<file path="src/hdl/apu_consts.svh">
// widths, register map, interrupt vectors and timer taps of the sound block
`ifndef APU_CONSTS_SVH
`define APU_CONSTS_SVH

// widths
`define APU_ADDR_W 2
`define APU_DATA_W 8
`define APU_TC_W   9
`define APU_PNC1_W 7
`define APU_PNC2_W 3
`define APU_NUC_W  3
`define APU_VEC_W  12

// host register map
`define APU_REG_MODE 2'd0
`define APU_REG_N    2'd1
`define APU_REG_DA   2'd2
`define APU_REG_SIGN 2'd3

// vector bases, tone adds a range offset
`define APU_VEC_TONE 12'h020
`define APU_VEC_NS   12'h048
`define APU_VEC_TIME 12'h080
`define APU_TONE_OFS_R1 12'h000
`define APU_TONE_OFS_R2 12'h004
`define APU_TONE_OFS_R3 12'h008
`define APU_TONE_OFS_R4 12'h00C

// timer bit positions
`define APU_TIME_TAP 8
`define APU_NS_TAP0  8
`define APU_NS_TAP1  7
`define APU_NS_TAP2  5
`define APU_NS_TAP3  4

`endif

</file>
<file path="src/hdl/apu_pkg.sv">
// shared vector types and interrupt source ids of the sound block
`default_nettype none
`include "apu_consts.svh"

package apu_pkg;

  typedef logic [`APU_DATA_W-1:0] data_t;  // register value or sample
  typedef logic [`APU_ADDR_W-1:0] addr_t;
  typedef logic [`APU_TC_W-1:0]   tc_t;    // free-running timer
  typedef logic [`APU_VEC_W-1:0]  vec_t;

  // two's complement dac word, sign on top
  typedef logic [`APU_DATA_W:0] pcm_t;

  // which range N lies in
  //   0  below 0x08, no tone interrupt
  //   1  0x08..0x0f
  //   2  0x10..0x1f
  //   3  0x20..0x3f
  //   4  0x40 and up
  typedef logic [2:0] tone_range_t;

  // lowest value wins priority
  typedef enum logic [1:0] {
    II_TONE = 2'd0,
    II_NS   = 2'd1,
    II_TIME = 2'd2
  } int_id_e;

  typedef logic [2:0] int_vec_t;  // one bit per int_id_e

endpackage

`default_nettype wire

</file>
<file path="src/hdl/mode_if.sv">
// decoded mode register fields shared by the counters and the interrupt controller
`timescale 1ns/1ps
`default_nettype none

interface mode_if;

  logic [1:0] ns_rate;  // mode[1:0], noise trigger tap
  logic       nss;      // mode[2], noise enable
  logic       tone_ie;  // mode[3]
  logic       ns_ie;    // mode[4]
  logic       time_ie;  // mode[5]

  // register block drives
  modport src (
    output ns_rate, nss, tone_ie, ns_ie, time_ie
  );

  modport dst (
    input ns_rate, nss, tone_ie, ns_ie, time_ie
  );

endinterface

`default_nettype wire

</file>
<file path="src/hdl/apu_regs.sv">
// host register file, mode field decode and signed pcm formatting
`timescale 1ns/1ps
`default_nettype none
`include "apu_consts.svh"

module apu_regs (
  input  wire logic           CLK,
  input  wire logic           arst_n,
  input  wire logic           wr_strobe,
  input  wire apu_pkg::addr_t wr_addr,
  input  wire apu_pkg::data_t wr_data,
  mode_if.src                 mode,
  output apu_pkg::data_t      n_reload,
  output apu_pkg::pcm_t       pcm_out
);

  apu_pkg::data_t mode_q;
  apu_pkg::data_t n_q;
  apu_pkg::data_t da_q;     // dac sample
  logic [1:0]     sign_q;   // {ts, ss}

  logic           ss;
  logic           ts;
  logic           inv;
  apu_pkg::data_t v;

  ////////////////////////////////////////////////////////////
  // host writes

  always_ff @(posedge CLK or negedge arst_n) begin
    if (!arst_n) begin
      mode_q <= '0;
      n_q    <= '0;
      da_q   <= '0;
      sign_q <= '0;
    end else if (wr_strobe) begin
      case (wr_addr)
        `APU_REG_MODE: mode_q <= wr_data;
        `APU_REG_N:    n_q    <= wr_data;
        `APU_REG_DA:   da_q   <= wr_data;
        `APU_REG_SIGN: sign_q <= wr_data[1:0];
        default:       ;
      endcase
    end
  end

  assign mode.ns_rate = mode_q[1:0];
  assign mode.nss     = mode_q[2];
  assign mode.tone_ie = mode_q[3];
  assign mode.ns_ie   = mode_q[4];
  assign mode.time_ie = mode_q[5];

  assign n_reload = n_q;

  ////////////////////////////////////////////////////////////
  // pcm output

  assign ss  = sign_q[0];
  assign ts  = sign_q[1];
  assign inv = ss ^ ts;   // sample inversion

  always_comb begin
    v = inv ? ~da_q : da_q;
    // negative half stored as ones complement of the magnitude
    pcm_out = {ss, (ss ? ~v : v)};
  end

endmodule

`default_nettype wire

</file>
<file path="src/hdl/tone_counter.sv">
// tone reload down-counter, reload counter and tone interrupt trigger
`timescale 1ns/1ps
`default_nettype none
`include "apu_consts.svh"

module tone_counter (
  input  wire logic           CLK,
  input  wire logic           arst_n,
  input  wire logic           cycle_en,
  input  wire apu_pkg::data_t n_reload,
  output logic                tone_trig,
  output apu_pkg::tone_range_t tone_range
);

  apu_pkg::data_t        nc;      // down-counter
  logic [`APU_NUC_W-1:0] nuc;     // counts reloads
  logic                  reload;
  logic                  reload_d;
  logic                  cond;
  logic                  cond_d;

  assign reload = (nc == apu_pkg::data_t'(1));

  ////////////////////////////////////////////////////////////
  // counters

  always_ff @(posedge CLK or negedge arst_n) begin
    if (!arst_n) begin
      nc       <= '0;
      nuc      <= '0;
      reload_d <= 1'b0;
    end else if (cycle_en) begin
      nc       <= reload ? n_reload : nc - 1'b1;  // wraps from 0 after reset
      reload_d <= reload;
      if (reload_d)
        nuc <= nuc + 1'b1;
    end
  end

  ////////////////////////////////////////////////////////////
  // range and trigger

  always_comb begin
    if (n_reload < 8'h08)
      tone_range = 3'd0;
    else if (n_reload < 8'h10)
      tone_range = 3'd1;
    else if (n_reload < 8'h20)
      tone_range = 3'd2;
    else if (n_reload < 8'h40)
      tone_range = 3'd3;
    else
      tone_range = 3'd4;
  end

  // slower tones divide further through nuc
  always_comb begin
    case (tone_range)
      3'd1:    cond = nuc[2];
      3'd2:    cond = nuc[1];
      3'd3:    cond = nuc[0];
      3'd4:    cond = reload_d;
      default: cond = 1'b0;
    endcase
  end

  always_ff @(posedge CLK or negedge arst_n) begin
    if (!arst_n) begin
      cond_d    <= 1'b0;
      tone_trig <= 1'b0;
    end else begin
      tone_trig <= 1'b0;  // one CLK only
      if (cycle_en) begin
        cond_d    <= cond;
        tone_trig <= cond_d & ~cond;  // falling edge
      end
    end
  end

endmodule

`default_nettype wire

</file>
<file path="src/hdl/noise_timer.sv">
// free-running timer, time and noise trigger edges, noise lfsr
`timescale 1ns/1ps
`default_nettype none
`include "apu_consts.svh"

module noise_timer (
  input  wire logic CLK,
  input  wire logic arst_n,
  input  wire logic cycle_en,
  mode_if.dst       mode,
  output logic      time_trig,
  output logic      ns_trig,
  output logic      noise_bit
);

  apu_pkg::tc_t           tc;
  logic                   time_d;   // tc msb, last tick
  logic                   tap;
  logic                   tap_d;
  logic                   ns_edge;
  logic [`APU_PNC2_W-1:0] pnc2;

  // noise rate select
  always_comb begin
    case (mode.ns_rate)
      2'd0:    tap = tc[`APU_NS_TAP0];
      2'd1:    tap = tc[`APU_NS_TAP1];
      2'd2:    tap = tc[`APU_NS_TAP2];
      default: tap = tc[`APU_NS_TAP3];
    endcase
  end

  assign ns_edge = tap_d & ~tap;

  ////////////////////////////////////////////////////////////
  // timer and trigger edges

  always_ff @(posedge CLK or negedge arst_n) begin
    if (!arst_n) begin
      tc        <= '0;
      time_d    <= 1'b0;
      tap_d     <= 1'b0;
      time_trig <= 1'b0;
      ns_trig   <= 1'b0;
    end else begin
      time_trig <= 1'b0;
      ns_trig   <= 1'b0;
      if (cycle_en) begin
        tc        <= tc + 1'b1;
        time_d    <= tc[`APU_TIME_TAP];
        tap_d     <= tap;
        time_trig <= time_d & ~tc[`APU_TIME_TAP];  // every 512 ticks
        ns_trig   <= ns_edge;
      end
    end
  end

  ////////////////////////////////////////////////////////////
  // lfsr, stepped by the noise edge

  always_ff @(posedge CLK or negedge arst_n) begin
    if (!arst_n) begin
      pnc2 <= '0;
    end else if (cycle_en && ns_edge) begin
      if (mode.nss)
        pnc2 <= {pnc2[1:0], ~(pnc2[1] ^ noise_bit)};
      else
        pnc2 <= {pnc2[1:0], ~pnc2[0]};  // plain toggle chain
    end
  end

  // clearing nss silences at once
  assign noise_bit = mode.nss & pnc2[2];

endmodule

`default_nettype wire

</file>
<file path="src/hdl/int_ctrl.sv">
// interrupt pending and active state, priority, vector and acknowledge
`timescale 1ns/1ps
`default_nettype none
`include "apu_consts.svh"

module int_ctrl (
  input  wire logic                 CLK,
  input  wire logic                 arst_n,
  input  wire logic                 cycle_en,
  mode_if.dst                       mode,
  input  wire logic                 tone_trig,
  input  wire apu_pkg::tone_range_t tone_range,
  input  wire logic                 ns_trig,
  input  wire logic                 time_trig,
  input  wire logic                 ack_strobe,
  input  wire apu_pkg::int_id_e     ack_id,
  output logic                      int_strobe,
  output apu_pkg::vec_t             int_vec,
  output logic                      int_busy
);

  apu_pkg::int_vec_t    set_pend;
  apu_pkg::int_vec_t    pending;
  apu_pkg::int_vec_t    pend_next;
  apu_pkg::int_vec_t    active;
  apu_pkg::int_vec_t    grant;
  apu_pkg::int_vec_t    ack_mask;
  apu_pkg::tone_range_t rng_q;      // range seen at the tone trigger
  apu_pkg::vec_t        tone_ofs;
  apu_pkg::vec_t        vec_next;
  logic                 do_grant;

  assign set_pend[apu_pkg::II_TONE] = tone_trig & mode.tone_ie;
  assign set_pend[apu_pkg::II_NS]   = ns_trig & mode.ns_ie;
  assign set_pend[apu_pkg::II_TIME] = time_trig & mode.time_ie;

  ////////////////////////////////////////////////////////////
  // priority pick, only while nothing is active

  always_comb begin
    grant = '0;
    if (active == '0) begin
      if (pending[apu_pkg::II_TONE])
        grant[apu_pkg::II_TONE] = 1'b1;
      else if (pending[apu_pkg::II_NS])
        grant[apu_pkg::II_NS] = 1'b1;
      else if (pending[apu_pkg::II_TIME])
        grant[apu_pkg::II_TIME] = 1'b1;
    end
  end

  assign do_grant = cycle_en & (|grant);
  assign ack_mask = ack_strobe ? apu_pkg::int_vec_t'(1) << ack_id : '0;

  // an active source ignores its own trigger
  assign pend_next = (pending | (set_pend & ~active)) & ~(do_grant ? grant : '0);

  always_comb begin
    case (rng_q)
      3'd2:    tone_ofs = `APU_TONE_OFS_R2;
      3'd3:    tone_ofs = `APU_TONE_OFS_R3;
      3'd4:    tone_ofs = `APU_TONE_OFS_R4;
      default: tone_ofs = `APU_TONE_OFS_R1;
    endcase
  end

  always_comb begin
    vec_next = '0;
    if (grant[apu_pkg::II_TONE])
      vec_next = `APU_VEC_TONE + tone_ofs;
    else if (grant[apu_pkg::II_NS])
      vec_next = `APU_VEC_NS;
    else if (grant[apu_pkg::II_TIME])
      vec_next = `APU_VEC_TIME;
  end

  ////////////////////////////////////////////////////////////
  // state

  always_ff @(posedge CLK or negedge arst_n) begin
    if (!arst_n) begin
      pending    <= '0;
      active     <= '0;
      rng_q      <= '0;
      int_strobe <= 1'b0;
      int_vec    <= '0;
    end else begin
      pending    <= pend_next;
      active     <= (active & ~ack_mask) | (do_grant ? grant : '0);  // stray acks drop out
      int_strobe <= do_grant;
      if (set_pend[apu_pkg::II_TONE] && !active[apu_pkg::II_TONE])
        rng_q <= tone_range;
      if (do_grant)
        int_vec <= vec_next;  // held until the next strobe
    end
  end

  assign int_busy = |active;

endmodule

`default_nettype wire

</file>
<file path="src/hdl/upd1771c_apu.sv">
// top level of the sound block, register file, counters and interrupt controller
`timescale 1ns/1ps
`default_nettype none

module upd1771c_apu (
  input  wire logic             CLK,
  input  wire logic             arst_n,
  input  wire logic             cycle_en,    // one machine cycle per pulse
  input  wire logic             wr_strobe,
  input  wire apu_pkg::addr_t   wr_addr,
  input  wire apu_pkg::data_t   wr_data,
  input  wire logic             ack_strobe,  // reti
  input  wire apu_pkg::int_id_e ack_id,
  output logic                  int_strobe,
  output apu_pkg::vec_t         int_vec,
  output logic                  int_busy,
  output logic                  noise_bit,
  output apu_pkg::pcm_t         pcm_out
);

  apu_pkg::data_t       n_reload;
  apu_pkg::tone_range_t tone_range;
  logic                 tone_trig;
  logic                 ns_trig;
  logic                 time_trig;

  mode_if mode_bus ();

  apu_regs u_regs (
    .CLK       (CLK),
    .arst_n    (arst_n),
    .wr_strobe (wr_strobe),
    .wr_addr   (wr_addr),
    .wr_data   (wr_data),
    .mode      (mode_bus.src),
    .n_reload  (n_reload),
    .pcm_out   (pcm_out)
  );

  tone_counter u_tone (
    .CLK        (CLK),
    .arst_n     (arst_n),
    .cycle_en   (cycle_en),
    .n_reload   (n_reload),
    .tone_trig  (tone_trig),
    .tone_range (tone_range)
  );

  noise_timer u_noise (
    .CLK       (CLK),
    .arst_n    (arst_n),
    .cycle_en  (cycle_en),
    .mode      (mode_bus.dst),
    .time_trig (time_trig),
    .ns_trig   (ns_trig),
    .noise_bit (noise_bit)
  );

  int_ctrl u_int (
    .CLK        (CLK),
    .arst_n     (arst_n),
    .cycle_en   (cycle_en),
    .mode       (mode_bus.dst),
    .tone_trig  (tone_trig),
    .tone_range (tone_range),
    .ns_trig    (ns_trig),
    .time_trig  (time_trig),
    .ack_strobe (ack_strobe),
    .ack_id     (ack_id),
    .int_strobe (int_strobe),
    .int_vec    (int_vec),
    .int_busy   (int_busy)
  );

endmodule

`default_nettype wire

</file>
<file path="config.mk">
export PLATFORM = sky130hd
export DESIGN_NAME = upd1771c_apu
export DESIGN_NICKNAME = d
export VERILOG_FILES = /design/src/hdl/apu_pkg.sv /design/src/hdl/mode_if.sv /design/src/hdl/apu_regs.sv /design/src/hdl/tone_counter.sv /design/src/hdl/noise_timer.sv /design/src/hdl/int_ctrl.sv /design/src/hdl/upd1771c_apu.sv
export VERILOG_INCLUDE_DIRS = /design/src /design/src/hdl
export SDC_FILE = /design/constraint.sdc
export NUM_CORES = 1
export LEC_CHECK = 0
export ABC_AREA = 1
export BUFFER_PORTS_ARGS = -buffer_cell sky130_fd_sc_hd__buf_2
export CAP_MARGIN = 30
export CORE_UTILIZATION = 63
export DETAILED_ROUTE_END_ITERATION = 12
export PLACE_DENSITY = 0.85
export SYNTH_ARGS = -nofsm -noshare
export SYNTH_HDL_FRONTEND = slang
export SYNTH_HIERARCHICAL = 1
export SYNTH_SLANG_ARGS = --single-unit
export TNS_END_PERCENT = 20
</file>
<file path="constraint.sdc">
create_clock -name CLK -period 1.85 [get_ports CLK]
set_input_delay 0.37 -clock CLK [delete_from_list [all_inputs] [get_ports CLK]]
set_output_delay 0.37 -clock CLK [all_outputs]
set_load 0.02 [all_outputs]
</file>
==> results of run 1 <==
[per-layer routing]
layer / routed length, um / share of wire [%]
met5: 0 / 0
met4: 57 / 0.76
met3: 302 / 4.0
met2: 3860 / 52
met1: 3260 / 44
[where the power goes]
group	total, W	switching [W]	internal [W]
logic	0.00213	0.00134	0.000784
clock network	0.00121	0.000552	0.000656
registers	0.00239	0.000424	0.00196
[area by class of cell]
type	count	area share (%)
Multi-Input combinational cell	322	40.5
Inverter	58	5.37
Timing Repair Buffer	38	5.59
Clock inverter	4	1.15
Sequential cell	69	41.7
Clock buffer	12	3.50
Tap cell	72	2.17
[state kept, by name (all words and copies together) (netlist names), 2 cells and up]
register and cells:
u_int/active 3, u_regs/sign_q 2, u_int/pending 3, u_regs/n_reload 8, u_regs/da_q 8, u_tone/nuc 3
u_regs/mode_q 6, u_noise/tc 9, u_int/rng_q 3, u_noise/pnc2 3, u_tone/nc 8, u_int/int_vec 5
[what timing repair did]
action | 4_1_cts | 5_1_grt
resized for setup | 0 | 6
hold buffers | 0 | 0
endpoints found under the setup margin | 0 | 8
buffers inserted | 0 | 0
[worst paths after layout]
check	from	endpoint	slack [ps]	cells after the start
setup / recovery	u_regs/sign_q[0]	pcm_out[0]	20	5
hold / removal	arst_n	u_tone/nc[6]	7	1
setup reg to reg	u_tone/nc[0]	u_tone/nc[6]	400	7
hold reg to reg	u_int/int_vec[5]	u_int/int_vec[5]	470	2
max in group asynchronous	arst_n	u_regs/n_reload[5]	1300	2
min in group CLK	ack_id[1]	u_int/active[0]	280	3
[cell families (layout without fill, tap and decap cells)]
kind of cell             after synthesis  after routing  share of synthesized area, %
buffers and inverters                 73            112                          9.61
AND/OR/NAND/NOR                      241            241                          29.9
flip-flops                            69             69                          46.4
other                                  1              7                         0.101
XOR/XNOR                              16             16                          3.76
AO/OA/AOI/OAI                         53             53                          8.60
multiplexers                           1              1                         0.302
adder cells (fa/ha/maj)                4              4                          1.34
[worst max-delay path: cells and delay by family, from the launching register on]
| family | cells | cell delay, ps |
|---|---|---|
| simple gates | 2 | 140 |
| xor+xnor | 1 | 190 |
| buf+inv | 2 | 340 |
| flops | 1 | 450 |
[through the flow]
step | TNS [ps] | cells | total power [W] | utilization, %
floorplan | 0 | 464 | 0.00396 | -
global placement | 0 | 559 | 0.00436 | 70.0
detailed placement | 0 | 559 | 0.00449 | 70.0
CTS | 0 | 575 | 0.00572 | 73.4
global route | -74.7 | 575 | 0.00616 | 73.9
finish | 0 | 575 | 0.00572 | 73.9
[cells in the final DEF (no fill, tap or decap), types with 5 or more instances in the layout]
| cell | instances |
|---|---|
| nand2_1 | 163 |
| dfrtp_1 | 68 |
| inv_1 | 55 |
| buf_2 | 33 |
| nand3_1 | 22 |
| o21ai_1 | 18 |
| nor2_1 | 17 |
| o21ai_0 | 13 |
| o21ai_2 | 12 |
| xnor2_1 | 11 |
| clkbuf_8 | 10 |
| conb_1 | 7 |
| nand2_4 | 6 |
| nand2_2 | 5 |
| nand4_1 | 5 |
==> impl_metrics.csv, run 1 <==
group,metric,value,unit
logic_synthesis,synth_top_area_share,46.4,%
sta,finClkSkew,13.0,ps
logic_synthesis,synth_edf_count,0,
finish,final_area,4140,um^2
status,status,"complete, no violations",
clock_network,numCtsBuffers,9,
global_route,grt_most_used_layer,"met2",
sta,min_period,1830,ps
drt,postRouteAntennaNets,0,
clock_network,clock-sinks,69,
floorplanning,chipWidth,78.9,um
finish,regArea,1730,um^2
setup_path,cp-start-kind,"flip-flop",
sta,setup_slack,23.1,ps
logic_synthesis,synth-main-ff-cell,"dfrtp_1",
power,power_density,1380,nW/um^2
drt,drt-total-wl,7480,um
global_route,use_met1,35.0,%
drt,routed_via_density,5.20,
logic_synthesis,synth.yosys.seq_area_share,46.4,%
clock_network,clk_latency,340,ps
setup_path,worstPathArrival,1460,ps
setup_path,crit_path_top_delay_cell,"dfrtp_2",
logic_synthesis,synth_top_area_cell,"dfrtp_1",
global_route,use_met2,46.3,%
clock_network,cts-htree-levels,3,
sta,worstMarginPinSlew,537,ps
floorplanning,start_util,66.4,%
place,gp_congestion,0.825,
drt,wl_per_cell,13.0,um
floorplanning,die_area,6220,um^2
sta,whs,6.70,ps
global_route,first_global_vias,2958,
global_route,grt_pass1_wl,13200,um
power,leakagePower,2.24,nW
floorplanning,core_area,5610,um^2
logic_synthesis,ys_ff_latch,69,
finish,antenna_cells,0,
finish,num-fill-cells,431,
logic_synthesis,synth_commonest_cells,"nand2_1, dfrtp_1, inv_1",
sta,fmax,547,MHz
sta,final-setup-viol-count,0,
drt,first_iter_violations,153,
finish,multiInputGateArea,1680,um^2
power,ir_drop,0.000760,V
global_route,grt.met3_usage,5.29,%
drt,firstDrtPassIters,4,
global_route,track_usage,27.4,%
logic_synthesis,avgSynthCellArea,8.13,um^2
floorplanning,fp-row-count,27,
global_route,grt_max_degree,29,
logic_synthesis,syn_inst,458,
place,pre_cts_ws,401,ps
job,maxCapViolations,0,
global_route,gr-total-overflow,0,
setup_path,setup.worst_path.class,"reg2out",
clock_network,cts_buffer_depth,2,
finish,layout-drive-gt1-share,19.3,%
floorplanning,pin_count,41,
logic_synthesis,yosysWarnings,6,
setup_path,path_cells,"buf_4 -> xnor2_1 -> nand2_1 -> nand2_1 -> buf_2",
drt,vias,2988,
logic_synthesis,yosysMostFrequentCell,"nand2_1",
sta,hold_viol_final,0,
finish,num-nets-final,519,
sta,post-route-period-util,98.7,%
clock_network,cts_tree,"done",
floorplanning,die_height,78.9,um
sta,rsz0062_at_grt,"yes",
setup_path,critPathRequiredTime,1480,ps
logic_synthesis,synth_area_leaders,"dfrtp_1, nand2_1, inv_1, nand3_1, o21ai_2",
place,place_area,3930,um^2
setup_path,cp_common_cell,"nand2_1",
clock_network,path_clk_slew,70,ps
logic_synthesis,ys_types,36,
sta,report.final.slew_viol_count,0,
finish,area_growth,11.3,%
drt,drc_errors,0,
setup_path,critPathMaxStageDelay,450,ps
clock_network,clockRootBuffer,"clkbuf_8",
place,hpwl,5420,um
place,port_buffers,33,
setup_path,worstSetupEndpointType,"output pin",
min_path,hold_path.class,"in2async",
sta,relSlewSlack,64.2,%
setup_path,crit_fanout,11,
logic_synthesis,syn-cell-area,3720,um^2
global_route,antenna_found_initial,0,
logic_synthesis,synthArstFlopShare,100,%
Note: power is estimated with default switching activity, not from simulation.
==> inputs of run 2 (changes only) <==
CORE_ASPECT_RATIO = 1.1   (was unset)
CORE_UTILIZATION = 60   (was 63)
GPL_ROUTABILITY_DRIVEN = 1   (was unset)
PLACE_DENSITY = 0.81   (was 0.85)
==> impl_metrics.csv, run 2 (synthesis results as in run 1) <==
group,metric,value,unit
clock_network,numCtsBuffers,9,
status,status,"complete, no violations",
drt,routed_via_density,5.08,
global_route,gr-total-overflow,0,
floorplanning,core_area,5880,um^2
power,ir_drop,0.000671,V
sta,final-setup-viol-count,0,
clock_network,postCtsHoldBufs,0,
finish,top_register,"u_noise/tc",
global_route,grt_pass1_wl,12400,um
setup_path,crit_fanout,8,
finish,most-common-layout-cells,"nand2_1, dfrtp_1, inv_1, buf_2, nand3_1",
finish,num-fill-cells,466,
drt,drc_errors,0,
job,maxCapViolations,0,
drt,vias,2945,
clock_network,cts-htree-levels,3,
sta,report.final.slew_viol_count,0,
power,power_density,1370,nW/um^2
clock_network,clk_latency,330,ps
drt,wl_per_cell,12.7,um
global_route,first_global_vias,2827,
setup_path,worstSetupEndpointType,"output pin",
sta,whs,43.9,ps
finish,largest_reg_flops,9,
floorplanning,pin_count,41,
drt,drt-total-wl,7350,um
place,placedCellCount,563,
setup_path,cp-start-kind,"flip-flop",
sta,post-route-period-util,97.3,%
floorplanning,die_area,6530,um^2
min_path,hold_path.class,"in2async",
drt,postRouteAntennaNets,0,
sta,fmax,555,MHz
finish,num-nets-final,521,
global_route,track_usage,24.4,%
floorplanning,fp-row-count,29,
drt,firstDrtPassIters,4,
finish,final_core_util,70.6,%
sta,hold_viol_final,0,
setup_path,setup.worst_path.class,"reg2out",
floorplanning,chipWidth,77.1,um
drt,first_iter_violations,193,
clock_network,cts_tree,"done",
finish,layout.cells.non_filler,580,
floorplanning,start_util,63.3,%
sta,rsz0062_at_grt,"yes",
sta,finClkSkew,5.72,ps
clock_network,clockRootBuffer,"clkbuf_8",
place,gp_congestion,0.786,
finish,final_common_cell,"nand2_1",
floorplanning,die_height,84.6,um
sta,min_period,1800,ps
finish,layout-drive-gt1-share,19.1,%
power,leakagePower,2.24,nW
clock_network,clock-sinks,69,
global_route,antenna_found_initial,0,
setup_path,critPathRequiredTime,1480,ps
global_route,grt_max_degree,70,
setup_path,worstPathArrival,1430,ps
finish,area_growth,11.5,%
finish,antenna_cells,0,
clock_network,path_clk_slew,70,ps
place,hpwl,5090,um
clock_network,cts_buffer_depth,2,
place,port_buffers,33,
-- run 2: final cells by class --
cell class	instances	area (um^2)	share of cell area, %
clock buffers	12	145	3.50
clock inverters	2	35.0	0.844
inverters	58	223	5.36
multi-input cells	322	1670	40.3
flip-flops and latches	69	1730	41.6
well taps	77	96.3	2.32
repair buffers	40	253	6.09
-- run 2: per-layer routing --
metal / up-vias / part of all wire (%) / global-route usage (%) / routed length (um)
li1: 1509 / - / - / -
met1: 1384 / 46 / 30.5 / 3370
met2: 50 / 51 / 42.9 / 3750
met3: 2 / 2.9 / 3.91 / 213
met4: 0 / 0.33 / 8.58 / 24
met5: - / 0 / 0 / 0
-- run 2: repair_timing --
item,in CTS,in global routing
endpoints found under the setup margin,8,8
gates cloned,0,0
buffers inserted,0,3
gates resized for setup,4,3
-- run 2: stage by stage --
stage	total power [W]	instance area [um^2]	worst slack, ps	setup TNS, ps
floorplan	0.00396	3750	464	0
finish	0.00567	4150	49.2	0
detailed placement	0.00446	3910	290	0
global placement	0.00436	3910	362	0
global route	0.00609	4150	-16.1	-44.2
CTS	0.00565	4110	5.01	0
-- run 2: where the power goes --
part,internal (W),leakage (nW),switching [W]
Clock,0.000644,0.0923,0.000510
Combinational,0.000801,1.28,0.00132
Sequential,0.00196,0.874,0.000426
Total,0.00341,2.24,0.00226
-- run 2: path summary, 6_finish.rpt --
check	from	to	slack, ps	depth (start not counted)
worst max-delay path	u_regs/sign_q[0]	pcm_out[5]	50	6
worst min-delay path	arst_n	u_tone/nc[6]	40	2
worst max register to register	u_tone/nc[1]	u_tone/nc[2]	420	7
worst min register to register	u_int/int_vec[7]	u_int/int_vec[7]	470	2
max in group asynchronous	arst_n	u_int/int_vec[6]	1500	2
min in group CLK	ack_id[1]	u_int/active[0]	280	3
-- run 2: critical path: stages (launching register included) --
cell and delay, ps:
dfrtp_2 470, inv_4 120, nand2_1 100, nand2_4 120, nand2_1 70, nand2_1 70, buf_2 160
